`src/lrelu_params_pkg.sv`:
```
package lrelu_params_pkg;

  // lanes of one data beat
  localparam int GROUPS  = 2;
  localparam int UNITS   = 4;

  // base table depth, one entry per member
  localparam int MEMBERS = 2;

  // table depth per kernel mode
  localparam int DEPTH_3X3 = MEMBERS;
  localparam int DEPTH_1X1 = 3 * MEMBERS;

  // address sized for the deeper table
  localparam int ADDR_BITS = $clog2(DEPTH_1X1);

  // word widths
  localparam int ACC_BITS  = 16;
  localparam int OUT_BITS  = 8;
  localparam int COEF_BITS = 16;
  localparam int WIDE_BITS = 32;

  // A is a Q8 scale
  localparam int SCALE_SHIFT = 8;

  // leaky slope, 13/128 is close to 0.1
  localparam int ALPHA_NUM   = 13;
  localparam int ALPHA_SHIFT = 7;

  // signed 8-bit output range
  localparam int OUT_MAX = (2 ** (OUT_BITS - 1)) - 1;
  localparam int OUT_MIN = -(2 ** (OUT_BITS - 1));

endpackage

```
`src/lrelu_stream_pkg.sv`:
```
package lrelu_stream_pkg;

  // plain words
  typedef logic signed [lrelu_params_pkg::ACC_BITS-1:0]  acc_t;
  typedef logic signed [lrelu_params_pkg::COEF_BITS-1:0] coef_t;
  typedef logic signed [lrelu_params_pkg::OUT_BITS-1:0]  out_t;
  typedef logic signed [lrelu_params_pkg::WIDE_BITS-1:0] wide_t;
  typedef logic        [lrelu_params_pkg::ADDR_BITS-1:0] addr_t;

  typedef enum logic {
    MODE_3X3 = 1'b0,
    MODE_1X1 = 1'b1
  } kernel_mode_e;

  // loader sequence is D, then A table, then B table
  typedef enum logic [1:0] {
    LOAD_D = 2'd0,
    LOAD_A = 2'd1,
    LOAD_B = 2'd2,
    READY  = 2'd3
  } load_state_e;

  // mode is only looked at on D beats
  typedef struct packed {
    coef_t [lrelu_params_pkg::GROUPS-1:0] word;
    kernel_mode_e                         mode;
  } cfg_beat_t;

  typedef struct packed {
    acc_t [lrelu_params_pkg::GROUPS-1:0][lrelu_params_pkg::UNITS-1:0] lane;
    logic                                                             is_lrelu;
  } data_beat_t;

  // one A/B pair per group
  typedef struct packed {
    coef_t [lrelu_params_pkg::GROUPS-1:0] a;
    coef_t [lrelu_params_pkg::GROUPS-1:0] b;
  } coef_pair_t;

  typedef struct packed {
    wide_t [lrelu_params_pkg::GROUPS-1:0][lrelu_params_pkg::UNITS-1:0] lane;
    logic                                                              is_lrelu;
  } math_beat_t;

  typedef struct packed {
    out_t [lrelu_params_pkg::GROUPS-1:0][lrelu_params_pkg::UNITS-1:0] lane;
    logic                                                             is_lrelu;
  } out_beat_t;

endpackage

```
`src/lrelu_requant.sv`:
```
`timescale 1ns/1ns

module lrelu_requant (
  input  logic                         clk,
  input  logic                         rst,
  input  logic                         in_valid,
  output logic                         in_ready,
  input  lrelu_stream_pkg::math_beat_t in_beat,
  input  lrelu_stream_pkg::coef_t [lrelu_params_pkg::GROUPS-1:0] d_offset,
  output logic                         m_valid,
  input  logic                         m_ready,
  output lrelu_stream_pkg::out_beat_t  m_data,
  output logic                         busy
);

  logic                        out_v;
  lrelu_stream_pkg::out_beat_t out_q;
  lrelu_stream_pkg::out_beat_t sat_beat;

  // clamp to the signed 8-bit range
  function automatic lrelu_stream_pkg::out_t saturate(input lrelu_stream_pkg::wide_t v);
    if (v > lrelu_params_pkg::OUT_MAX) begin
      return lrelu_stream_pkg::out_t'(lrelu_params_pkg::OUT_MAX);
    end
    if (v < lrelu_params_pkg::OUT_MIN) begin
      return lrelu_stream_pkg::out_t'(lrelu_params_pkg::OUT_MIN);
    end
    return lrelu_stream_pkg::out_t'(v);
  endfunction

  // add D per group, then clamp
  always_comb begin
    for (int g = 0; g < lrelu_params_pkg::GROUPS; g++) begin
      for (int u = 0; u < lrelu_params_pkg::UNITS; u++) begin
        sat_beat.lane[g][u] = saturate(in_beat.lane[g][u] +
                                       lrelu_stream_pkg::wide_t'(d_offset[g]));
      end
    end
    sat_beat.is_lrelu = in_beat.is_lrelu;
  end

  assign in_ready = !out_v || m_ready;

  always_ff @(posedge clk) begin
    if (rst) begin
      out_v <= 1'b0;
    end else if (in_ready) begin
      out_v <= in_valid;
    end
  end

  // output register payload
  always_ff @(posedge clk) begin
    if (in_ready && in_valid) begin
      out_q <= sat_beat;
    end
  end

  assign m_valid = out_v;
  assign m_data  = out_q;
  assign busy    = out_v;

endmodule

```
`config.mk`:
```
export PLATFORM = sky130hd
export DESIGN_NAME = lrelu_requant
export DESIGN_NICKNAME = d
export VERILOG_FILES = /design/src/lrelu_params_pkg.sv /design/src/lrelu_stream_pkg.sv /design/src/lrelu_requant.sv
export SDC_FILE = /design/constraint.sdc
export NUM_CORES = 1
export LEC_CHECK = 0
export BUFFER_PORTS_ARGS = -buffer_cell sky130_fd_sc_hd__buf_2
export CORE_MARGIN = 3
export CORE_UTILIZATION = 35
export CTS_BUF_LIST = sky130_fd_sc_hd__clkbuf_4 sky130_fd_sc_hd__clkbuf_8
export CTS_CLUSTER_DIAMETER = 60
export DETAILED_ROUTE_END_ITERATION = 8
export PLACE_DENSITY = 0.63
export SLEW_MARGIN = 20
export SYNTH_ARGS = -nofsm -noshare
export SYNTH_HDL_FRONTEND = slang
export SYNTH_SLANG_ARGS = --single-unit
```
`constraint.sdc`:
```
create_clock -name clk -period 5.65 [get_ports clk]
set_input_delay 0.8475 -clock clk [delete_from_list [all_inputs] [get_ports clk]]
set_output_delay 0.8475 -clock clk [all_outputs]
set_load 0.02 [all_outputs]
```
==> results.yml <==
sta:
  finalSetupViolCount: 0
  holdWs_ps: 547
  final_hold_viol_count: 0
  worst_pin_slew_ps: 1060
  layout_min_cycle_time_ps: 4670
  slew-limit-headroom_pct: 29.2
  rsz0062_at_grt: "no"
  finalCritPeriodShare_pct: 82.6
  tns_ps: 0
  slew_violations: 0
  fin_worst_skew_ps: 19.4
  fmax_ghz: 0.214
clocking:
  numCtsBuffers: 9
  cts_buffer_depth: 2
  cts_hold_buf: 0
  clock_latency_ps: 420
  h-tree-depth: 3
  root_buffer: "clkbuf_8"
  ctsResizeCount: 0
  cts_setup_buffers: 0
  tritoncts: "yes"
  cts.clk_slew.worst_paths_ps: 90
  cts.sinks: 66
synth:
  synthXorXnorAreaFrac_pct: 11.7
  synthMuxAreaShare_pct: 0.557
  synth_top_family_by_area: "compound AO/OA/AOI/OAI gates"
  synth_most_common_cell: "ha_1"
  netlist_area_um2: 17100
  synthSimpleGateAreaFrac_pct: 21.3
  synth_flop_cell: "edfxtp_1"
  synth_nets: 2785
  syn_inst: 2236
  synth_cell_types: 98
  yosysSeqAreaShare_pct: 11.6
  yosysTopAreaCellShare_pct: 18.2
  synth_edf_count: 65
  ys_top_cells_by_area: "ha_1 (18%), edfxtp_1 (11%), a21oi_1 (6.9%)"
  avgSynthCellArea_um2: 7.63
  ys_ff_latch: 66
  synth_compound_area_share_pct: 32.7
  yosys_warnings: 0
  synth_top_cell_by_area: "ha_1"
  synthTopCellsByCount: "ha_1 (248), a21oi_1 (235), nand2_1 (172), nor2_1 (158), o21ai_0 (148)"
  synthAdderAreaFrac_pct: 19.1
  synthArstFlopShare_pct: 0
layout:
  syn_to_final_growth_pct: 15.0
  finish.utilization_pct: 40.9
  nNetsFinal: 3104
  drive_above_1_share_pct: 17.0
  final_area_um2: 19600
routing:
  drt_iter0_markers: 1162
  routedWlPerCell_um: 19.7
  drc: 0
  first_pass_iters: 6
  ant_nets: 0
  drt-total-wl_um: 62700
  vias: 19049
  vias_per_cell: 5.99
grt:
  grt.total_usage_pct: 23.2
  overflow: 0
  grt_pass1_vias: 18435
  grt_antenna_before_repair: 12
  grt_pass1_wl_um: 95300
  grt_max_degree: 66
pwr:
  p_per_area_nw_per_um2: 177
  p_leak_uw: 0.00877
  ir_worst_vdd_v: 0.000106
  total_power_uw: 3480
worst_setup_path:
  cp-end-kind: "flop"
  start_kind: "input port"
  rr_startpoint: "busy"
  critical_path_class: "input port to flop"
  crit_start: "d_offset[16]"
  cp_max_fo: 7
  cp.arrival_ps: 4920
  worstPathRequired_ps: 5910
floorplan:
  core_um2: 47900
  start_util_pct: 35.6
  fp.dieH_um: 227
  die_x_um: 227
  rows: 80
  ios: 361
  die_area_um2: 51400
placed_design:
  placed_cell_area_um2: 19400
  gp_congestion: 0.959
  numPortBuffers: 360
  dp_hpwl_um: 52400
worst_hold_path:
  hp-class: "flop to flop"
  hp-start: "busy"
outcome:
  status: "finished clean"
flow_run:
  max_cap_violations: 0
[state kept, by name, indices dropped and copies added, names as in the netlist]
signal	cells
busy	1
m_data	65
[final timing paths]
| kind | slack (ps) | cells past startpoint | end |
|---|---|---|---|
| worst max-delay path | 980 | 14 | m_data[54] |
| worst min-delay path | 550 | 2 | busy |
| worst max register to register | 3920 | 2 | m_data[12] |
| worst min register to register | 550 | 2 | busy |
[where the power goes]
| part | internal [µW] | total (µW) | switching [µW] | leakage (µW) |
|---|---|---|---|---|
| Combinational | 939 | 2410 | 1470 | 0.00806 |
| Sequential | 647 | 675 | 28.8 | 0.000623 |
| Clock | 163 | 399 | 236 | 0.0000865 |
[layout make-up]
type | instances | area (µm²)
multi-input cells | 2045 | 14600
diodes | 7 | 17.5
inverters | 60 | 225
well taps | 615 | 769
fillers | 4931 | 28300
clock inverters | 5 | 21.3
clock buffers | 11 | 139
flip-flops and latches | 66 | 1970
repair buffers | 373 | 1900
[stage by stage]
stage | instances | worst slack, ps
after global routing | 3176 | 782
after floorplan | 2236 | 1170
after CTS | 3175 | 1030
after global placement | 3159 | 668
final | 3182 | 983
after detailed placement | 3159 | 573
[metal layers]
| metal | track usage (%) | vias to the layer above | wire length (µm) |
|---|---|---|---|
| li1 | - | 9290 | - |
| met1 | 28.0 | 8916 | 26200 |
| met2 | 41.4 | 734 | 30100 |
| met3 | 5.84 | 97 | 4970 |
| met4 | 5.64 | 12 | 1430 |
| met5 | 0 | - | 75 |
[worst max-delay path: stages]
cell      delay, ps
buf_2           130
ha_1            250
fa_1            420
a21o_1          200
a221oi_1        550
o21ai_0         170
a21oi_1         350
o211ai_1        130
a31oi_1         340
o221ai_1        200
xnor2_1         160
or4_1           470
o41a_1          430
o31ai_1         260
[placed cells by master, fill, tap and decap left out, types with 30 or more instances in the layout]
cell / Yosys / final
o21bai_1: 30 / 30
buf_2: 3 / 360
a21o_1: 123 / 123
edfxtp_1: 65 / 65
o21ai_0: 148 / 148
xor2_1: 112 / 112
o21a_1: 36 / 36
nand3_1: 71 / 71
xnor2_1: 116 / 116
inv_1: 60 / 60
nor3_1: 51 / 51
nor2_1: 158 / 158
a21oi_1: 235 / 235
and3_1: 38 / 38
nand4_1: 64 / 64
nand2_1: 172 / 172
a31oi_1: 34 / 34
ha_1: 248 / 248
[kinds of logic (layout without fill, tap and decap cells)]
| family | Yosys count | in the layout |
|---|---|---|
| buf+inv | 125 | 449 |
| other cells | 0 | 7 |
| mux | 9 | 9 |
| fa+ha+maj | 256 | 256 |
| compound gates | 837 | 837 |
| flops | 66 | 66 |
| xor+xnor | 228 | 228 |
| simple gates | 715 | 715 |
(Power assumes the default switching activity.)
