<file path="src/lrelu_params_pkg.sv">
package lrelu_params_pkg;

  // lanes of one data beat
  localparam int GROUPS  = 2;
  localparam int UNITS   = 4;

  // base table depth, one entry per member
  localparam int MEMBERS = 2;

  // table depth per kernel mode
  localparam int DEPTH_3X3 = MEMBERS;
  localparam int DEPTH_1X1 = 3 * MEMBERS;

  // address sized for the deeper table
  localparam int ADDR_BITS = $clog2(DEPTH_1X1);

  // word widths
  localparam int ACC_BITS  = 16;
  localparam int OUT_BITS  = 8;
  localparam int COEF_BITS = 16;
  localparam int WIDE_BITS = 32;

  // A is a Q8 scale
  localparam int SCALE_SHIFT = 8;

  // leaky slope, 13/128 is close to 0.1
  localparam int ALPHA_NUM   = 13;
  localparam int ALPHA_SHIFT = 7;

  // signed 8-bit output range
  localparam int OUT_MAX = (2 ** (OUT_BITS - 1)) - 1;
  localparam int OUT_MIN = -(2 ** (OUT_BITS - 1));

endpackage

</file>
<file path="src/lrelu_stream_pkg.sv">
package lrelu_stream_pkg;

  // plain words
  typedef logic signed [lrelu_params_pkg::ACC_BITS-1:0]  acc_t;
  typedef logic signed [lrelu_params_pkg::COEF_BITS-1:0] coef_t;
  typedef logic signed [lrelu_params_pkg::OUT_BITS-1:0]  out_t;
  typedef logic signed [lrelu_params_pkg::WIDE_BITS-1:0] wide_t;
  typedef logic        [lrelu_params_pkg::ADDR_BITS-1:0] addr_t;

  typedef enum logic {
    MODE_3X3 = 1'b0,
    MODE_1X1 = 1'b1
  } kernel_mode_e;

  // loader sequence is D, then A table, then B table
  typedef enum logic [1:0] {
    LOAD_D = 2'd0,
    LOAD_A = 2'd1,
    LOAD_B = 2'd2,
    READY  = 2'd3
  } load_state_e;

  // mode is only looked at on D beats
  typedef struct packed {
    coef_t [lrelu_params_pkg::GROUPS-1:0] word;
    kernel_mode_e                         mode;
  } cfg_beat_t;

  typedef struct packed {
    acc_t [lrelu_params_pkg::GROUPS-1:0][lrelu_params_pkg::UNITS-1:0] lane;
    logic                                                             is_lrelu;
  } data_beat_t;

  // one A/B pair per group
  typedef struct packed {
    coef_t [lrelu_params_pkg::GROUPS-1:0] a;
    coef_t [lrelu_params_pkg::GROUPS-1:0] b;
  } coef_pair_t;

  typedef struct packed {
    wide_t [lrelu_params_pkg::GROUPS-1:0][lrelu_params_pkg::UNITS-1:0] lane;
    logic                                                              is_lrelu;
  } math_beat_t;

  typedef struct packed {
    out_t [lrelu_params_pkg::GROUPS-1:0][lrelu_params_pkg::UNITS-1:0] lane;
    logic                                                             is_lrelu;
  } out_beat_t;

endpackage

</file>
<file path="src/lrelu_coef_store.sv">
`timescale 1ns/1ns

module lrelu_coef_store (
  input  logic                                clk,
  input  logic                                rst,
  input  logic                                cfg_valid,
  output logic                                cfg_ready,
  input  lrelu_stream_pkg::cfg_beat_t         cfg,
  input  logic                                pipe_empty,
  input  logic                                s_valid,
  output logic                                s_ready,
  input  lrelu_stream_pkg::data_beat_t        s_data,
  output logic                                beat_valid,
  input  logic                                beat_ready,
  output lrelu_stream_pkg::data_beat_t        beat,
  output lrelu_stream_pkg::coef_pair_t        coef,
  output lrelu_stream_pkg::coef_t [lrelu_params_pkg::GROUPS-1:0] d_offset
);

  lrelu_stream_pkg::load_state_e  state;
  lrelu_stream_pkg::kernel_mode_e mode_q;
  lrelu_stream_pkg::coef_t [lrelu_params_pkg::GROUPS-1:0] d_q;

  // scale and bias tables, sized for 1x1 kernels
  lrelu_stream_pkg::coef_t a_mem [lrelu_params_pkg::GROUPS][lrelu_params_pkg::DEPTH_1X1];
  lrelu_stream_pkg::coef_t b_mem [lrelu_params_pkg::GROUPS][lrelu_params_pkg::DEPTH_1X1];

  lrelu_stream_pkg::addr_t wr_addr;
  lrelu_stream_pkg::addr_t rd_ptr;
  lrelu_stream_pkg::addr_t depth_last;

  logic cfg_fire;
  logic data_fire;
  logic in_ready_state;

  // last table index for the current mode
  assign depth_last = (mode_q == lrelu_stream_pkg::MODE_1X1) ?
                      lrelu_stream_pkg::addr_t'(lrelu_params_pkg::DEPTH_1X1 - 1) :
                      lrelu_stream_pkg::addr_t'(lrelu_params_pkg::DEPTH_3X3 - 1);

  assign in_ready_state = (state == lrelu_stream_pkg::READY);

  // a reload waits until nothing is left in flight
  assign cfg_ready = !in_ready_state || pipe_empty;
  assign cfg_fire  = cfg_valid && cfg_ready;

  // data is held back while a config beat is pending
  assign beat_valid = s_valid && in_ready_state && !cfg_valid;
  assign s_ready    = in_ready_state && !cfg_valid && beat_ready;
  assign data_fire  = s_valid && s_ready;

  assign beat     = s_data;
  assign d_offset = d_q;

  always_comb begin
    for (int g = 0; g < lrelu_params_pkg::GROUPS; g++) begin
      coef.a[g] = a_mem[g][rd_ptr];
      coef.b[g] = b_mem[g][rd_ptr];
    end
  end

  // loader FSM and table writes
  always_ff @(posedge clk) begin
    if (rst) begin
      state   <= lrelu_stream_pkg::LOAD_D;
      mode_q  <= lrelu_stream_pkg::MODE_3X3;
      d_q     <= '0;
      wr_addr <= '0;
      for (int g = 0; g < lrelu_params_pkg::GROUPS; g++) begin
        for (int k = 0; k < lrelu_params_pkg::DEPTH_1X1; k++) begin
          a_mem[g][k] <= '0;
          b_mem[g][k] <= '0;
        end
      end
    end else if (cfg_fire) begin
      case (state)
        lrelu_stream_pkg::LOAD_A: begin
          for (int g = 0; g < lrelu_params_pkg::GROUPS; g++) begin
            a_mem[g][wr_addr] <= cfg.word[g];
          end
          if (wr_addr == depth_last) begin
            wr_addr <= '0;
            state   <= lrelu_stream_pkg::LOAD_B;
          end else begin
            wr_addr <= wr_addr + lrelu_stream_pkg::addr_t'(1);
          end
        end
        lrelu_stream_pkg::LOAD_B: begin
          for (int g = 0; g < lrelu_params_pkg::GROUPS; g++) begin
            b_mem[g][wr_addr] <= cfg.word[g];
          end
          if (wr_addr == depth_last) begin
            wr_addr <= '0;
            state   <= lrelu_stream_pkg::READY;
          end else begin
            wr_addr <= wr_addr + lrelu_stream_pkg::addr_t'(1);
          end
        end
        // LOAD_D, or a new D beat arriving in READY
        default: begin
          d_q     <= cfg.word;
          mode_q  <= cfg.mode;
          wr_addr <= '0;
          state   <= lrelu_stream_pkg::LOAD_A;
        end
      endcase
    end
  end

  // cyclic read pointer, restarted when a load completes
  always_ff @(posedge clk) begin
    if (rst) begin
      rd_ptr <= '0;
    end else if (cfg_fire && state == lrelu_stream_pkg::LOAD_B && wr_addr == depth_last) begin
      rd_ptr <= '0;
    end else if (data_fire) begin
      if (rd_ptr == depth_last) begin
        rd_ptr <= '0;
      end else begin
        rd_ptr <= rd_ptr + lrelu_stream_pkg::addr_t'(1);
      end
    end
  end

endmodule

</file>
<file path="config.mk">
export PLATFORM = sky130hd
export DESIGN_NAME = lrelu_coef_store
export DESIGN_NICKNAME = d
export VERILOG_FILES = /design/src/lrelu_params_pkg.sv /design/src/lrelu_stream_pkg.sv /design/src/lrelu_coef_store.sv
export SDC_FILE = /design/constraint.sdc
export NUM_CORES = 1
export LEC_CHECK = 0
export BUFFER_PORTS_ARGS = -buffer_cell sky130_fd_sc_hd__buf_2
export CAP_MARGIN = 20
export CORE_ASPECT_RATIO = 0.7
export CORE_MARGIN = 4
export CORE_UTILIZATION = 50
export DETAILED_ROUTE_END_ITERATION = 10
export PLACE_DENSITY_LB_ADDON = 0.25
export SLEW_MARGIN = 25
export SYNTH_ARGS = -nofsm -noshare
export SYNTH_HDL_FRONTEND = slang
export SYNTH_SLANG_ARGS = --single-unit
</file>
<file path="constraint.sdc">
create_clock -name clk -period 3.05 [get_ports clk]
set_clock_uncertainty 0.05 [all_clocks]
set_input_delay 0.61 -clock clk [delete_from_list [all_inputs] [get_ports clk]]
set_output_delay 0.61 -clock clk [all_outputs]
set_load 0.01 [all_outputs]
</file>
==> flow_metrics.tcl <==
set metrics [dict create \
    status "finished clean" \
    yosysUniqueCellTypes 45 \
    ys.flop_type "edfxtp_1" \
    grt_usage_pct 22.2 \
    final-seq-area_um2 12400 \
    syn_inst 1494 \
    hold_viol 0 \
    drive_above_1_share_pct 34.1 \
    die_h_um 177 \
    yosys_warnings 0 \
    pin_count 396 \
    place_congestion 0.794 \
    max_slew_margin_pct 66.1 \
    power_uw 12900 \
    rsz0062_at_grt "no" \
    hold_ws_ns 0.295 \
    cts-root-buf "clkbuf_16" \
    ys_top_cells_by_area "edfxtp_1 57%, mux4_2 7.1%, and2_1 7.0%" \
    drc_errors 0 \
    drv_cap 0 \
    vias 11500 \
    drt_iter0_drc 1006 \
    fin_util_pct 55.3 \
    start_kind "register" \
    crit_required_ns 2.39 \
    synth-edff-count 384 \
    clk_pin_slew_ns 0.06 \
    cts_tree "yes" \
    clockBufferDepth 3 \
    antenna_found_initial 2 \
    grt_pass1_vias 11500 \
    period_minus_slack_ns 2.91 \
    drt-wirelength-per-cell_um 23.8 \
    postRouteAntennaNets 0 \
    area_growth_pct 8.86 \
    synth.avg_cell_area_um2 13.6 \
    power_density_nw_per_um2 586 \
    synth_nets 1668 \
    p_leak_uw 0.00837 \
    synth-seq-cells 425 \
    firstDrtPassIters 5 \
    worst_slew_pin_slew_ns 0.508 \
    initial_core_util_pct 50.8 \
    vdd_ir_drop_max_mv 0.384 \
    finalSetupTns_ns 0 \
    portBuffers 137 \
    clk_latency_ns 0.54 \
    hold_path_class "primary input to register" \
    ys_async_sr_fraction_pct 0 \
    cts_made_buffers 42 \
    avgViaCountPerCell 5.61 \
    num_rows 61 \
    fin_crit_sh_pct 95.6 \
    hpwl_mm 29.2 \
    yosysSeqAreaShare_pct 60.9 \
    routed_wl_mm 48.8 \
    setup_violations 0 \
    netlist_area_um2 20300 \
    arrival_ns 2.25 \
    maxSlewViolCount 0 \
    nNetsFinal 1653 \
    die_w_um 249 \
    crit_fanout 46 \
    crit_type "register to primary output" \
    fill_cells 3185 \
    die-area_um2 43900 \
    slowest_stage "mux4_2" \
    multi_input_area_um2 6170 \
    worstPathCellList "buf_16, mux4_2, inv_1, o22ai_1, buf_2" \
    grt_max_degree 68 \
    end_kind "primary output" \
    diodes 0 \
    postCtsSetupBuffers 0 \
    grt_pass1_wl_mm 73.6 \
    place_inst 1970 \
    synth.largest_area_cell "edfxtp_1" \
    max_stage_delay_ns 0.55 \
    final_cells 2048 \
    fmax_mhz 343 \
    cts.sinks 425 \
    synth_top_area_share_pct 56.8 \
    coreArea_um2 39900 \
    htree_levels 2 \
    overflow 0 \
]
[synth_stat cells (4+ instances only)]
cell and n:
a21oi_1 38, and2_1 227, and2_2 161, buf_2 14, buf_4 137, buf_6 7
clkbuf_1 77, clkbuf_2 12, dfxtp_1 41, edfxtp_1 384, ha_1 6, inv_1 66
mux2i_1 65, mux4_2 64, nand2_1 70, nand2b_1 4, nor2_1 6, o22ai_1 64
or2_2 12
[cell type report]
cell class,instances,area share [%]
Sequential cell,425,56.0
Multi-Input combinational cell,753,28.0
Tap cell,535,3.03
Clock buffer,63,5.68
Clock inverter,15,0.550
Timing Repair Buffer,190,5.68
Inverter,67,1.14
[cell families (layout without fill, tap and decap cells)]
group                    count (synthesis)  in the layout  synth area share (%)
AO/OA/AOI/OAI                          110            110                  3.18
XOR/XNOR                                 3              3                 0.130
adder cells (fa/ha/maj)                  6              6                 0.370
buffers and inverters                  316            335                  8.82
flip-flops                             425            425                  60.9
multiplexers                           129            129                  10.3
AND/OR/NAND/NOR                        505            505                  16.3
[registers in the layout, summed over array words and instances (netlist names)]
| signal | flops |
|---|---|
| a_mem | 192 |
| wr_addr | 3 |
| mode_q | 1 |
| rd_ptr | 3 |
| state | 2 |
| d_offset | 32 |
| b_mem | 192 |
[routing by layer]
layer / global-route usage (%) / part of all wire, % / wire length [um]
met5: 0.220 / 0.014 / 7
met3: 6.01 / 8.8 / 4270
met1: 32.4 / 44 / 21500
met2: 33.0 / 45 / 21700
met4: 6.68 / 2.5 / 1240
[cells in the final DEF, fill, tap and decap left out, types with 38 or more instances in the layout]
cell / synthesis / final
o22ai_1: 64 / 64
and2_2: 161 / 161
nand2_1: 70 / 70
inv_1: 66 / 66
buf_4: 137 / 40
and2_1: 227 / 227
mux2i_1: 65 / 65
mux4_2: 64 / 64
a21oi_1: 38 / 38
dfxtp_1: 41 / 38
buf_2: 14 / 137
edfxtp_1: 384 / 384
clkbuf_16: 0 / 45
[path summary, 6_finish.rpt]
kind         cells after the start  slack (ns)    startpoint      endpoint
max                              5        0.14     rd_ptr[0]      coef[11]
min                              3        0.30        cfg[0]        mode_q
max reg2reg                      6        0.67      state[0]  a_mem[0][64]
min reg2reg                      2        0.40  d_offset[16]  d_offset[16]
[report_power, final]
| group | internal, uW | leakage, uW | switching, uW |
|---|---|---|---|
| Sequential | 6610 | 0.00430 | 99.1 |
| Combinational | 382 | 0.00338 | 678 |
| Clock | 3010 | 0.000684 | 2150 |
[critical path: cells and delay by family (launching register included)]
family,cells,cell delay [ns]
muxes,1,0.55
AOI/OAI and AO/OA,1,0.15
DFF,1,0.41
buffers and inverters,3,0.58
[stage by stage]
stage | worst slack [ns] | instance area, um2
after floorplan | 0.722 | 20300
after global placement | 0.652 | 20700
after detailed placement | 0.628 | 20700
after CTS | 0.0753 | 22100
after global routing | 0.0152 | 22100
final | 0.135 | 22100
[timing repair]
action / in CTS / in global routing
hold buffers: 0 / 0
resized for setup: 0 / 1
endpoints found under the setup margin: 0 / 1
Note: power is estimated with default switching activity, not from simulation.
